$ cat src/rtl/lane_defines.svh
`ifndef LANE_DEFINES_SVH
`define LANE_DEFINES_SVH

//////////////////////////////
// Port counts
//////////////////////////////

// Slot j reads through ports 2j and 2j+1
`define LANE_R_PORTS 4
`define LANE_SLOTS 2

//////////////////////////////
// Register file geometry
//////////////////////////////

`define LANE_VRF_DEPTH 32
`define LANE_VRF_AW 5
`define LANE_VMRF_DEPTH 8
`define LANE_VMRF_AW 3
`define LANE_DW 32

//////////////////////////////
// ALU op encoding
//////////////////////////////

`define LANE_OP_W 3
`define LANE_OP_ADD 3'd0
`define LANE_OP_SUB 3'd1
`define LANE_OP_AND 3'd2
`define LANE_OP_OR 3'd3
`define LANE_OP_XOR 3'd4
`define LANE_OP_SEQ 3'd5
`define LANE_OP_SLTU 3'd6

`endif
$ cat src/rtl/lane_pkg.sv
`include "lane_defines.svh"

package lane_pkg;

    // Element width
    typedef enum logic [1:0] {
        SEW_BYTE = 2'd0,
        SEW_HALF = 2'd1,
        SEW_WORD = 2'd2
    } sew_e;

    // Compares set the mask bit, the rest are plain data ops
    typedef enum logic [`LANE_OP_W-1:0] {
        ALU_ADD  = `LANE_OP_ADD,
        ALU_SUB  = `LANE_OP_SUB,
        ALU_AND  = `LANE_OP_AND,
        ALU_OR   = `LANE_OP_OR,
        ALU_XOR  = `LANE_OP_XOR,
        ALU_SEQ  = `LANE_OP_SEQ,
        ALU_SLTU = `LANE_OP_SLTU
    } alu_op_e;

    typedef enum logic [1:0] {
        OP2_VEC    = 2'd0,
        OP2_SCALAR = 2'd1,
        OP2_IMM    = 2'd2
    } op2_src_e;

    typedef enum logic {
        WD_ALU  = 1'b0,
        WD_LOAD = 1'b1
    } wdata_src_e;

    // One VRF word seen whole, as bytes or as halfwords
    typedef union packed {
        logic [`LANE_DW-1:0]           w;
        logic [`LANE_DW/8-1:0][7:0]    b;
        logic [`LANE_DW/16-1:0][15:0]  h;
    } vrf_word_u;

    typedef struct packed {
        logic                    ren;
        logic [`LANE_VRF_AW-1:0] addr;
        logic [1:0]              el_idx;
    } rd_req_t;

    typedef struct packed {
        logic                     valid;
        alu_op_e                  alu_op;
        op2_src_e                 op2_src;
        logic [`LANE_DW-1:0]      x_data;
        logic [4:0]               imm;
        wdata_src_e               wdata_src;
        logic [`LANE_VRF_AW-1:0]  waddr;
        logic [`LANE_DW/8-1:0]    bwen;
        logic                     vm;
        logic [`LANE_VMRF_AW-1:0] vmrf_addr;
        logic                     vmrf_wen;
    } slot_op_t;

    // Write fields carried past the ALU
    typedef struct packed {
        wdata_src_e               wdata_src;
        logic [`LANE_VRF_AW-1:0]  waddr;
        logic [`LANE_DW/8-1:0]    bwen;
        logic                     vm;
        logic [`LANE_VMRF_AW-1:0] vmrf_addr;
        logic                     vmrf_wen;
    } wb_req_t;

endpackage

$ cat src/rtl/lane_alu.sv
`timescale 1ns/1ps

module lane_alu (
    input  logic              clk_i,
    input  logic              rst_i,
    input  lane_pkg::slot_op_t op_i,
    input  logic              vmask_i,
    input  logic [31:0]       elem_a_i,
    input  logic [31:0]       elem_b_i,
    output logic [31:0]       result_o,
    output logic              mask_o,
    output logic              valid_o,
    output lane_pkg::wb_req_t wb_o,
    output logic              vmask_o
);

    import lane_pkg::*;

    logic [31:0] op2;
    logic [31:0] result_d;
    logic        mask_d;

    //////////////////////////////
    // Operand 2 select
    //////////////////////////////

    always_comb begin
        case (op_i.op2_src)
            OP2_VEC:    op2 = elem_b_i;
            OP2_SCALAR: op2 = op_i.x_data;
            OP2_IMM:    op2 = {27'b0, op_i.imm};
            default:    op2 = '0;
        endcase
    end

    //////////////////////////////
    // Datapath
    //////////////////////////////

    always_comb begin
        mask_d = 1'b0;
        case (op_i.alu_op)
            ALU_ADD: result_d = elem_a_i + op2;
            ALU_SUB: result_d = elem_a_i - op2;
            ALU_AND: result_d = elem_a_i & op2;
            ALU_OR:  result_d = elem_a_i | op2;
            ALU_XOR: result_d = elem_a_i ^ op2;
            ALU_SEQ: begin
                mask_d   = (elem_a_i == op2);
                result_d = {31'b0, mask_d};
            end
            ALU_SLTU: begin
                mask_d   = (elem_a_i < op2);
                result_d = {31'b0, mask_d};
            end
            default: result_d = '0;
        endcase
    end

    // Result register with the write fields riding along
    always_ff @(posedge clk_i) begin
        if (!rst_i) begin
            result_o <= '0;
            mask_o   <= 1'b0;
            valid_o  <= 1'b0;
            wb_o     <= '0;
            vmask_o  <= 1'b0;
        end else begin
            result_o <= result_d;
            mask_o   <= mask_d;
            valid_o  <= op_i.valid;
            wb_o     <= '{wdata_src: op_i.wdata_src, waddr: op_i.waddr, bwen: op_i.bwen,
                          vm: op_i.vm, vmrf_addr: op_i.vmrf_addr, vmrf_wen: op_i.vmrf_wen};
            vmask_o  <= vmask_i;
        end
    end

endmodule

$ cat config.mk
export PLATFORM = sky130hd
export DESIGN_NAME = lane_alu
export DESIGN_NICKNAME = d
export VERILOG_FILES = /design/src/rtl/lane_pkg.sv /design/src/rtl/lane_alu.sv
export VERILOG_INCLUDE_DIRS = /design/src /design/src/rtl
export SDC_FILE = /design/constraint.sdc
export NUM_CORES = 1
export LEC_CHECK = 0
export BUFFER_PORTS_ARGS = -buffer_cell sky130_fd_sc_hd__buf_2
export CAP_MARGIN = 20
export CORE_UTILIZATION = 45
export CTS_CLUSTER_SIZE = 12
export DETAILED_ROUTE_END_ITERATION = 7
export GPL_ROUTABILITY_DRIVEN = 0
export GPL_TIMING_DRIVEN = 1
export MAX_ROUTING_LAYER = met4
export PLACE_DENSITY_LB_ADDON = 0.05
export SYNTH_ARGS = -nofsm -noshare
export SYNTH_HDL_FRONTEND = slang
export SYNTH_SLANG_ARGS = --single-unit
$ cat constraint.sdc
create_clock -name clk_i -period 3.5 [get_ports clk_i]
set_input_delay 0.35 -clock clk_i [delete_from_list [all_inputs] [get_ports clk_i]]
set_output_delay 0.35 -clock clk_i [all_outputs]
set_load 0.02 [all_outputs]
**Yosys cells after proc, flatten, opt, wreduce, memory -nomap -nowiden**

Index checks and enable logic that the tools add are counted.

- Logic and storage cells: 30
- Register bits: 50
- Bits of input ports: 125
- Output and inout port bits: 50

- Mux-type cells: 3
- Order comparisons: 1
- Bitwise logic cells: 3
- Add/subtract/negate cells: 2
- Equality and inequality tests: 9
- Reductions and logical operators: 2

Operators with widths:

| operator | count |
|---|---|
| case mux 32 bit (7 select lines) | 1 |
| case mux 32 bit (3 select lines) | 1 |
| adder 32 bit | 1 |
| bitwise AND 32 bit | 1 |
| equality test 32 bit | 1 |
| less-than comparator 32 bit | 1 |
| bitwise OR 32 bit | 1 |
| subtractor 32 bit | 1 |
| XOR 32 bit | 1 |
| equality test 3 bit, second input constant | 3 |
| equality test 3 x 2 -> 1 bit, second input constant | 2 |
| equality test 3 x 1 -> 1 bit, second input constant | 1 |
| zero test 3 bit | 1 |
| equality test 2 x 1 -> 1 bit, second input constant | 1 |
| equality test 2 bit, second input constant | 1 |
| zero test 2 bit | 1 |
| case mux 1 bit (2 select lines) | 1 |

**Depth between registers and ports, before layout**

Gate-level depths: netlist (run 1).

- Depth in word-level cells: 4
- Depth in mapped cells: 16
- Depth with buffers taken out: 15

**Least setup slack after synthesis (run 1)**

Ideal clock, no wire load.

- Path type: input -> register
- Start: input op_i[52] (netlist bit)
- End: register result_o[30]
- Setup time: 0.133 ns
- Cell stages on the path: 15
- Setup slack: -0.218 ns
- Arrival time: 3.585 ns
- Cell sequence: clkbuf_1 -> buf_1 -> mux2i_1 -> or2_2 -> ha_1 -> buf_4 -> nor4_1 -> and2_1 -> a21boi_2 -> o21ai_1 -> a211oi_2 -> nor4b_1 -> or4_1 -> nand3_1 -> a31oi_1

- Cells in the longest elaborated chain, start to end: 4

Ends and longest elaborated chain:

| element | RTL line | RTL |
|---|---|---|
| from (decl) | lane_alu.sv:6 | `input lane_pkg::slot_op_t op_i,` |
| equality test 2 bit, or another cell as far along | lane_alu.sv:28 | `case (op_i.op2_src)` |
| case mux 32 bit (3 select lines) * | lane_alu.sv:28 |  |
| subtractor 32 bit, or another cell as far along | lane_alu.sv:44 | `ALU_SUB: result_d = elem_a_i - op2;` |
| case mux 32 bit (7 select lines) * | lane_alu.sv:42 | `case (op_i.alu_op)` |
| to (signal assigned) | lane_alu.sv:69 | `result_o <= result_d;` |
| to (decl) | lane_alu.sv:10 | `output logic [31:0] result_o,` |

Mark *: on every way between the ends. The rest lies on a longest branch, timed or not.
A chain may end at the register's enable or synchronous reset.

**Worst setup path after layout (run 1)**

Same ends and word-level chain as after synthesis.

==> results of run 1 <==
[report_power, final]
part / leakage (nW) / switching (W) / internal (W)
combinational: 4.28 / 0.000808 / 0.000652
sequential: 0.413 / 0.0000104 / 0.000610
clock: 0.0763 / 0.000279 / 0.000276
[cells in the final DEF, fill, tap and decap left out, drive strengths merged, types with 5 or more instances in the layout]
cell	count
a211oi	11
nand3	19
o21ai	57
or3	5
or4	5
a211o	8
inv	102
dfxtp	50
o22ai	13
and3	6
o21a	8
a21o	13
or2	31
nand4	8
a21oi	89
a31oi	12
a221oi	10
o41ai	5
nand2b	8
xnor2	19
o211ai	7
mux2i	37
o31ai	10
o21bai	10
and2	22
buf	322
ha	97
nor3b	6
nor2	96
nor4	5
clkbuf	5
nor2b	15
nor3	21
nand2	61
[routing by layer]
layer | GRT usage (%) | up-vias
li1 | - | 4024
met1 | 39.91 | 3696
met2 | 48.51 | 384
met3 | 6.575 | 48
met4 | 7.703 | 0
met5 | - | -
[cell type report]
cell class / instances / area [sq um] / area share [%]
Sequential cell: 50 / 1001 / 10.75
Tap cell: 211 / 264.0 / 2.835
Multi-Input combinational cell: 774 / 5494 / 59.00
Inverter: 101 / 379.1 / 4.071
Clock inverter: 3 / 28.78 / 0.3091
Clock buffer: 5 / 125.1 / 1.344
Timing Repair Buffer: 322 / 2019 / 21.69
[registers in the layout (all words and copies together), names as in the netlist]
name,count
mask_o,1
result_o,32
valid_o,1
vmask_o,1
wb_o,15
[final timing paths]
check,slack (ns),endpoint
min,0.25,wb_o[4]
max,0.20,result_o[30]
[metrics by stage]
stage                     worst slack [ns]  total power, W  util, %  hold slack (ns)  cells
after global routing              0.001390        0.002808    60.80           0.2416   1466
after CTS                           0.1347        0.002623    60.54           0.2384   1466
after detailed placement           -0.1588        0.002057    59.53           0.5587   1458
after floorplan                    0.01055        0.001498        -           0.4773    983
after global placement             -0.1729        0.002051    59.53           0.5553   1458
final                               0.1991        0.002635    60.80           0.2469   1466
[cells by family (layout without fill, tap and decap cells)]
family | count (synthesis) | in the layout | synth area share, %
simple gates | 313 | 313 | 22.01
compound gates | 302 | 302 | 28.89
buf+inv | 159 | 431 | 8.948
fa+ha+maj | 99 | 99 | 17.68
flops | 50 | 50 | 14.12
mux | 39 | 39 | 5.754
xor+xnor | 21 | 21 | 2.594
==> results.cfg, run 1 <==
[critical_path]
slowest_delay_ns = 0.47
critPathKind = in2reg
crit_chain = buf_2 > buf_12 > mux2i_1 > or2_2 > ha_1 > nor4_2 > o21a_1 > o32ai_1 > o22a_1 > a211oi_4 > nor4b_1 > or4_1 > nand3_1 > a31oi_1
crit_path_top_delay_cell = or4_1
critPathMaxFanout = 15
crit_buf_inv = 2
worstSetupEndpointType = register
startpoint_type = input port
cp.depth = 14
worst_ep_required_time_ns = 3.71
crit_arrival_ns = 3.52
cpLargestDelayFamily = simple AND/OR/NAND/NOR gates
crit_path_start = op_i[52]

[sta]
setup_viol = 0
drv_slew = 0
post-route-min-period_ns = 3.301
fmax_mhz = 302.9
relSlewSlack_pct = 43.36
tightest_slew_ns = 0.8476
final.setup.tns_ns = 0
finalCritPeriodShare_pct = 94.31
grt_setup_unrepaired = no
hold_viol = 0

[global_routing]
grt_use_total_pct = 30.79
grt_max_degree = 46
grt_pass1_wl_microns = 38520
antenna_found_initial = 0
gr-total-overflow = 0
grt_pass1_vias = 7495

[clocking]
cts-buffers-inserted = 5
clkTransAtPathRegs_ns = 0.10
cts.sinks = 50
cts_setup_buffers = 0
cts_hold_buf = 0
cts_tree = built
cts-resized-gates = 0
cts_max_path_buffers = 2
h-tree-depth = 2
cts.root.buffer_cell = clkbuf_16

[pwr]
p_per_area_nw_per_um2 = 283.0
peakVddDrop_uv = 221.7
p_leak_nw = 4.772

[worst_hold_path]
hold_path.class = in2reg
whs_path_depth = 2
worstHoldStart = op_i[4]

[routing]
via_count = 8152
drt_first_iter_violations = 728
wl_met2_microns = 10740
drc = 0
wire_per_inst_microns = 16.48
ant_nets = 0
vias_per_cell = 5.561
wl_met3_microns = 2118
top_layer_used = met4
drt-pass1-iter-count = 5
wl_met1_microns = 10800
finalWirelength_microns = 24160

[synth]
synth_area_leaders = ha_1 (17%), dfxtp_1 (14%), a21oi_1 (6.2%), inv_1 (5.2%), mux2i_1 (5.2%)
async_flop_share_pct = 0
ys.flop_type = dfxtp_1
synth.distinct_cells = 81
syn_area_sq_um = 7089
synth-seq-area-share_pct = 14.12
ys_top_cells_by_count = inv_1 (99), ha_1 (97), nor2_1 (96), a21oi_1 (88), nand2_1 (61)
yosys_warnings = 0
synth.avg_cell_area_sq_um = 7.212
ys_ff_latch = 50
synth_edf_count = 0
syn_inst = 983
synth_top_area_share_pct = 17.12
syn_nets = 1207
yosysTopAreaCell = ha_1
yosysMostFrequentCell = inv_1

[layout]
layout.nets = 1478
antenna_cells = 0
final_area_sq_um = 9311
n_fill_cell = 1492
syn_to_final_growth_pct = 31.34
drive_above_1_share_pct = 30.76

[place]
post_dp_cell_area_sq_um = 9117
detailed_place_hpwl_microns = 19430
port_buffers = 174

[flow_run]
drv_cap = 0

[floorplan]
die-area_sq_um = 16260
coreArea_sq_um = 15310
placementRows = 45
start_util_pct = 46.29
io_pins = 175
die_h_microns = 127.5
die_x_microns = 127.5

[run_status]
status = completed
Note: power is estimated with default switching activity, not from simulation.
==> run 2: changes to the inputs <==
- CTS_CLUSTER_DIAMETER: unset -> 80
- PLACE_DENSITY_LB_ADDON: 0.05 -> 0.15
==> results.cfg, run 2 (same netlist as run 1, synthesis figures left out) <==
[floorplan]
io_pins = 175
placementRows = 45
die_x_microns = 127.5
die_h_microns = 127.5
start_util_pct = 46.29
die-area_sq_um = 16260
coreArea_sq_um = 15310

[sta]
post-route-min-period_ns = 3.337
drv_slew = 0
hold_viol = 0
finalCritPeriodShare_pct = 95.36
layout_setup_ws_ns = 0.1626
relSlewSlack_pct = 58.75
tightest_slew_ns = 0.6165
fmax_mhz = 299.6
final.setup.tns_ns = 0
setup_viol = 0

[clocking]
cts_max_path_buffers = 2
cts.root.buffer_cell = clkbuf_16
cts-buffers-inserted = 5
clkTransAtPathRegs_ns = 0.10
cts_tree = built
h-tree-depth = 2
cts.sinks = 50

[layout]
final_common_cell = buf_2
n_fill_cell = 1473
syn_to_final_growth_pct = 32.17
utilization_pct = 61.18
reg_top3 = result_o: 32 flops, wb_o: 15 flops
drive_above_1_share_pct = 31.61
largest_reg_flops = 32
mostFrequentLayoutCells = buf_2 (173), buf_4 (149), inv_1 (99)
layout.nets = 1482
antenna_cells = 0
top_register = result_o

[worst_hold_path]
hold_path.class = in2reg
whs_path_depth = 2

[critical_path]
crit_path_top_delay_cell = a211oi_2
crit_arrival_ns = 3.54
cpLargestDelayFamily = compound AO/OA/AOI/OAI gates
critPathMaxFanout = 10
worstSetupEndpointType = register
crit_chain = buf_2 > buf_4 > buf_4 > buf_12 > mux2i_1 > or2_2 > ha_1 > inv_1 > nand3_1 > buf_4 > nor2_1 > o21ai_1 > a211oi_2 > buf_4 > nor3b_1 > o31ai_1 > o31a_1 > a21oi_1
worst_ep_required_time_ns = 3.70
cp.depth = 18
startpoint_type = input port
crit_top_cell = buf_4
critPathKind = in2reg
crit_buf_inv = 7
slowest_delay_ns = 0.36

[place]
preCtsSetupSlack_ns = -0.2307
detailed_place_hpwl_microns = 19310
port_buffers = 174

[routing]
finalWirelength_microns = 24210
wire_per_inst_microns = 16.47
ant_nets = 0
wl_met2_microns = 10690
drt_first_iter_violations = 722
top_layer_used = met4
drt-pass1-iter-count = 6
via_count = 8280
wl_met3_microns = 2028
wl_met1_microns = 10590
drc = 0
vias_per_cell = 5.633

[pwr]
p_leak_nw = 4.796
p_per_area_nw_per_um2 = 281.4
peakVddDrop_uv = 184.2

[flow_run]
drv_cap = 0

[global_routing]
grt_max_degree = 72
grt_pass1_wl_microns = 37690
grt_use_total_pct = 30.02
grt_pass1_vias = 7454
gr-total-overflow = 0
antenna_found_initial = 0

[run_status]
status = completed
run 2: stage by stage:
step | instance area (sq um) | hold slack, ns | total power, W | std cells
after floorplan | 7094 | 0.4773 | 0.001498 | 983
after global placement | 9140 | 0.5608 | 0.002045 | 1461
after detailed placement | 9140 | 0.5598 | 0.002053 | 1461
after CTS | 9291 | 0.2299 | 0.002608 | 1469
after global routing | 9370 | 0.2484 | 0.002793 | 1470
final | 9370 | 0.2268 | 0.002637 | 1470
run 2: routing by layer:
layer  track usage (%)  up-vias
li1                  -     4020
met1             38.20     3742
met2             47.57      430
met3             4.564       88
met4             11.97        0
met5                 -        -
run 2: final timing paths:
path | startpoint | endpoint | slack (ns)
hold / removal | op_i[7] | wb_o[7] | 0.23
setup / recovery | op_i[52] | result_o[0] | 0.16
run 2: repair_timing:
item / in CTS / in global routing
hold buffers: 0 / 0
gates resized for setup: 0 / 16
setup endpoints to repair: 0 / 11
buffers inserted: 0 / 1
run 2: layout make-up:
| type | instances | area, sq um | area share, % |
|---|---|---|---|
| clock buffers | 5 | 125.1 | 1.335 |
| clock inverters | 3 | 26.28 | 0.2804 |
| flip-flops and latches | 50 | 1001 | 10.68 |
| multi-input cells | 774 | 5523 | 58.94 |
| inverters | 101 | 379.1 | 4.046 |
| well taps | 211 | 264.0 | 2.817 |
| repair buffers | 326 | 2052 | 21.90 |
run 2: report_power, final:
part / switching (W) / total [W] / leakage [nW] / internal [W]
clock network: 0.000280 / 0.000554 / 0.0748 / 0.000273
registers: 0.0000104 / 0.000621 / 0.413 / 0.000610
logic: 0.000809 / 0.00146 / 4.31 / 0.000654
total: 0.00110 / 0.00264 / 4.80 / 0.00154
==> run 3: changes to the inputs <==
--- a/config.mk
+++ b/config.mk
@@ -17,4 +17,5 @@
 export MAX_ROUTING_LAYER = met4
 export PLACE_DENSITY_LB_ADDON = 0.15
+export SETUP_SLACK_MARGIN = 0.05
 export SYNTH_ARGS = -nofsm -noshare
 export SYNTH_HDL_FRONTEND = slang
==> constraint.sdc (replaced) <==
create_clock -name clk_i -period 3.5 [get_ports clk_i]
set_input_delay 0.7 -clock clk_i [delete_from_list [all_inputs] [get_ports clk_i]]
set_output_delay 0.7 -clock clk_i [all_outputs]
set_load 0.02 [all_outputs]
==> results.cfg, run 3 (same netlist as run 1, synthesis figures left out) <==
[routing]
ant_nets = 0
wire_per_inst_microns = 17.07
finalWirelength_microns = 26290
drt_first_iter_violations = 774
drt-pass1-iter-count = 7
via_count = 8662
drc = 1
vias_per_cell = 5.625

[layout]
n_fill_cell = 1317
largest_reg_flops = 32
reg_top3 = result_o: 32 flops, wb_o: 15 flops
syn_to_final_growth_pct = 51.11
final_common_cell = buf_4
layout.nets = 1552
top_register = result_o
antenna_cells = 0
mostFrequentLayoutCells = buf_4 (212), buf_2 (172), inv_1 (95)
drive_above_1_share_pct = 41.84

[place]
detailed_place_hpwl_microns = 20130
preCtsSetupSlack_ns = -0.5929
port_buffers = 174

[floorplan]
io_pins = 175
placementRows = 45
die_h_microns = 127.5
coreArea_sq_um = 15310
die-area_sq_um = 16260
start_util_pct = 46.29
die_x_microns = 127.5

[global_routing]
grt_max_degree = 42
grt_pass1_vias = 8165
grt_pass1_wl_microns = 40720
antenna_found_initial = 0
gr-total-overflow = 0
grt_use_total_pct = 32.41

[sta]
layout_setup_ws_ns = -0.02038
grt_setup_unrepaired = yes
finalCritPeriodShare_pct = 100.6
setup_viol = 1
hold_viol = 0
fmax_mhz = 284.1
post-route-min-period_ns = 3.520
final.setup.tns_ns = -0.02038
drv_slew = 0
relSlewSlack_pct = 52.41
hold_slack_ns = 0.5947
tightest_slew_ns = 0.7138

[worst_hold_path]
worstHoldStart = op_i[2]
hold_path.class = in2reg

[flow_run]
drv_cap = 0

[clocking]
h-tree-depth = 2
clkTransAtPathRegs_ns = 0.08
cts-buffers-inserted = 5
cts.root.buffer_cell = clkbuf_16
cts_tree = built
cts_hold_buf = 0
cts.sinks = 50
cts_max_path_buffers = 2

[pwr]
p_per_area_nw_per_um2 = 273.1
p_leak_nw = 5.296
peakVddDrop_uv = 201.4

[critical_path]
crit_path_end = result_o[24]
crit_path_start = op_i[53]
critPathKind = in2reg
critPathMaxFanout = 5
crit_arrival_ns = 3.73
startpoint_type = input port
worstSetupEndpointType = register
worst_ep_required_time_ns = 3.71

[run_status]
status = complete, but fails checks
violations = DRC, setup timing
-- run 3: cell type report --
cell class / count / area, sq um / area share, %
clock buffer: 5 / 125.1 / 1.168
tap: 211 / 264.0 / 2.464
inverter: 101 / 380.4 / 3.551
multi-input combinational: 774 / 6292 / 58.74
clock inverter: 3 / 28.78 / 0.2686
timing repair buffer: 396 / 2621 / 24.47
sequential: 50 / 1001 / 9.344
-- run 3: stage by stage --
stage / std cells / power [W] / utilization [%] / instance area (sq um)
2_1_floorplan: 983 / 0.001546 / - / 7353
3_3_place_gp: 1511 / 0.002151 / 63.08 / 9661
3_5_place_dp: 1511 / 0.002169 / 63.08 / 9661
4_1_cts: 1525 / 0.002763 / 65.78 / 10070
5_1_grt: 1540 / 0.003089 / 69.95 / 10710
6_report: 1540 / 0.002925 / 69.95 / 10710
-- run 3: worst max-delay path: stages --
cell       delay [ns]
buf_12           0.11
mux2i_2          0.15
nor2_4           0.07
a21o_1           0.16
ha_2             0.21
inv_2            0.04
fa_2             0.37
nor2b_4          0.15
o2111ai_4        0.17
a311oi_4         0.32
buf_4            0.19
nor3_4           0.05
o21ai_4          0.22
buf_6            0.13
a21o_1           0.17
o21ai_2          0.07
a221oi_2         0.26
buf_4            0.14
nor2_1           0.03
-- run 3: power by group --
group          total [W]  internal, W  switching, W
clock           0.000538     0.000274      0.000264
combinational    0.00177     0.000828      0.000938
sequential      0.000622     0.000610     0.0000119
total            0.00293      0.00171       0.00121
-- run 3: how the worst min path moves through the flow --
stage | endpoint | depth (start not counted)
2_1_floorplan | valid_o | 1
5_1_grt | wb_o[9] | 2
3_3_place_gp | wb_o[2] | 2
4_1_cts | wb_o[11] | 2
6_report | wb_o[2] | 2
3_5_place_dp | wb_o[6] | 2
-- run 3: routing by layer --
metal / track usage (%) / wire, microns / part of all wire (%) / up-vias
met5: - / 0 / 0 / -
met4: 11.06 / 618 / 2.4 / 0
met3: 5.653 / 2241 / 8.5 / 58
met2: 52.88 / 12300 / 47 / 453
met1: 40.27 / 11130 / 42 / 3992
li1: - / - / - / 4159
-- run 3: timing repair --
action | in CTS | in global routing
endpoints found under the hold margin | 0 | 0
setup endpoints to repair | 20 | 24
pin swaps | 15 | 44
buffers inserted | 6 | 15
gates cloned | 0 | 0
gates resized for setup | 42 | 100
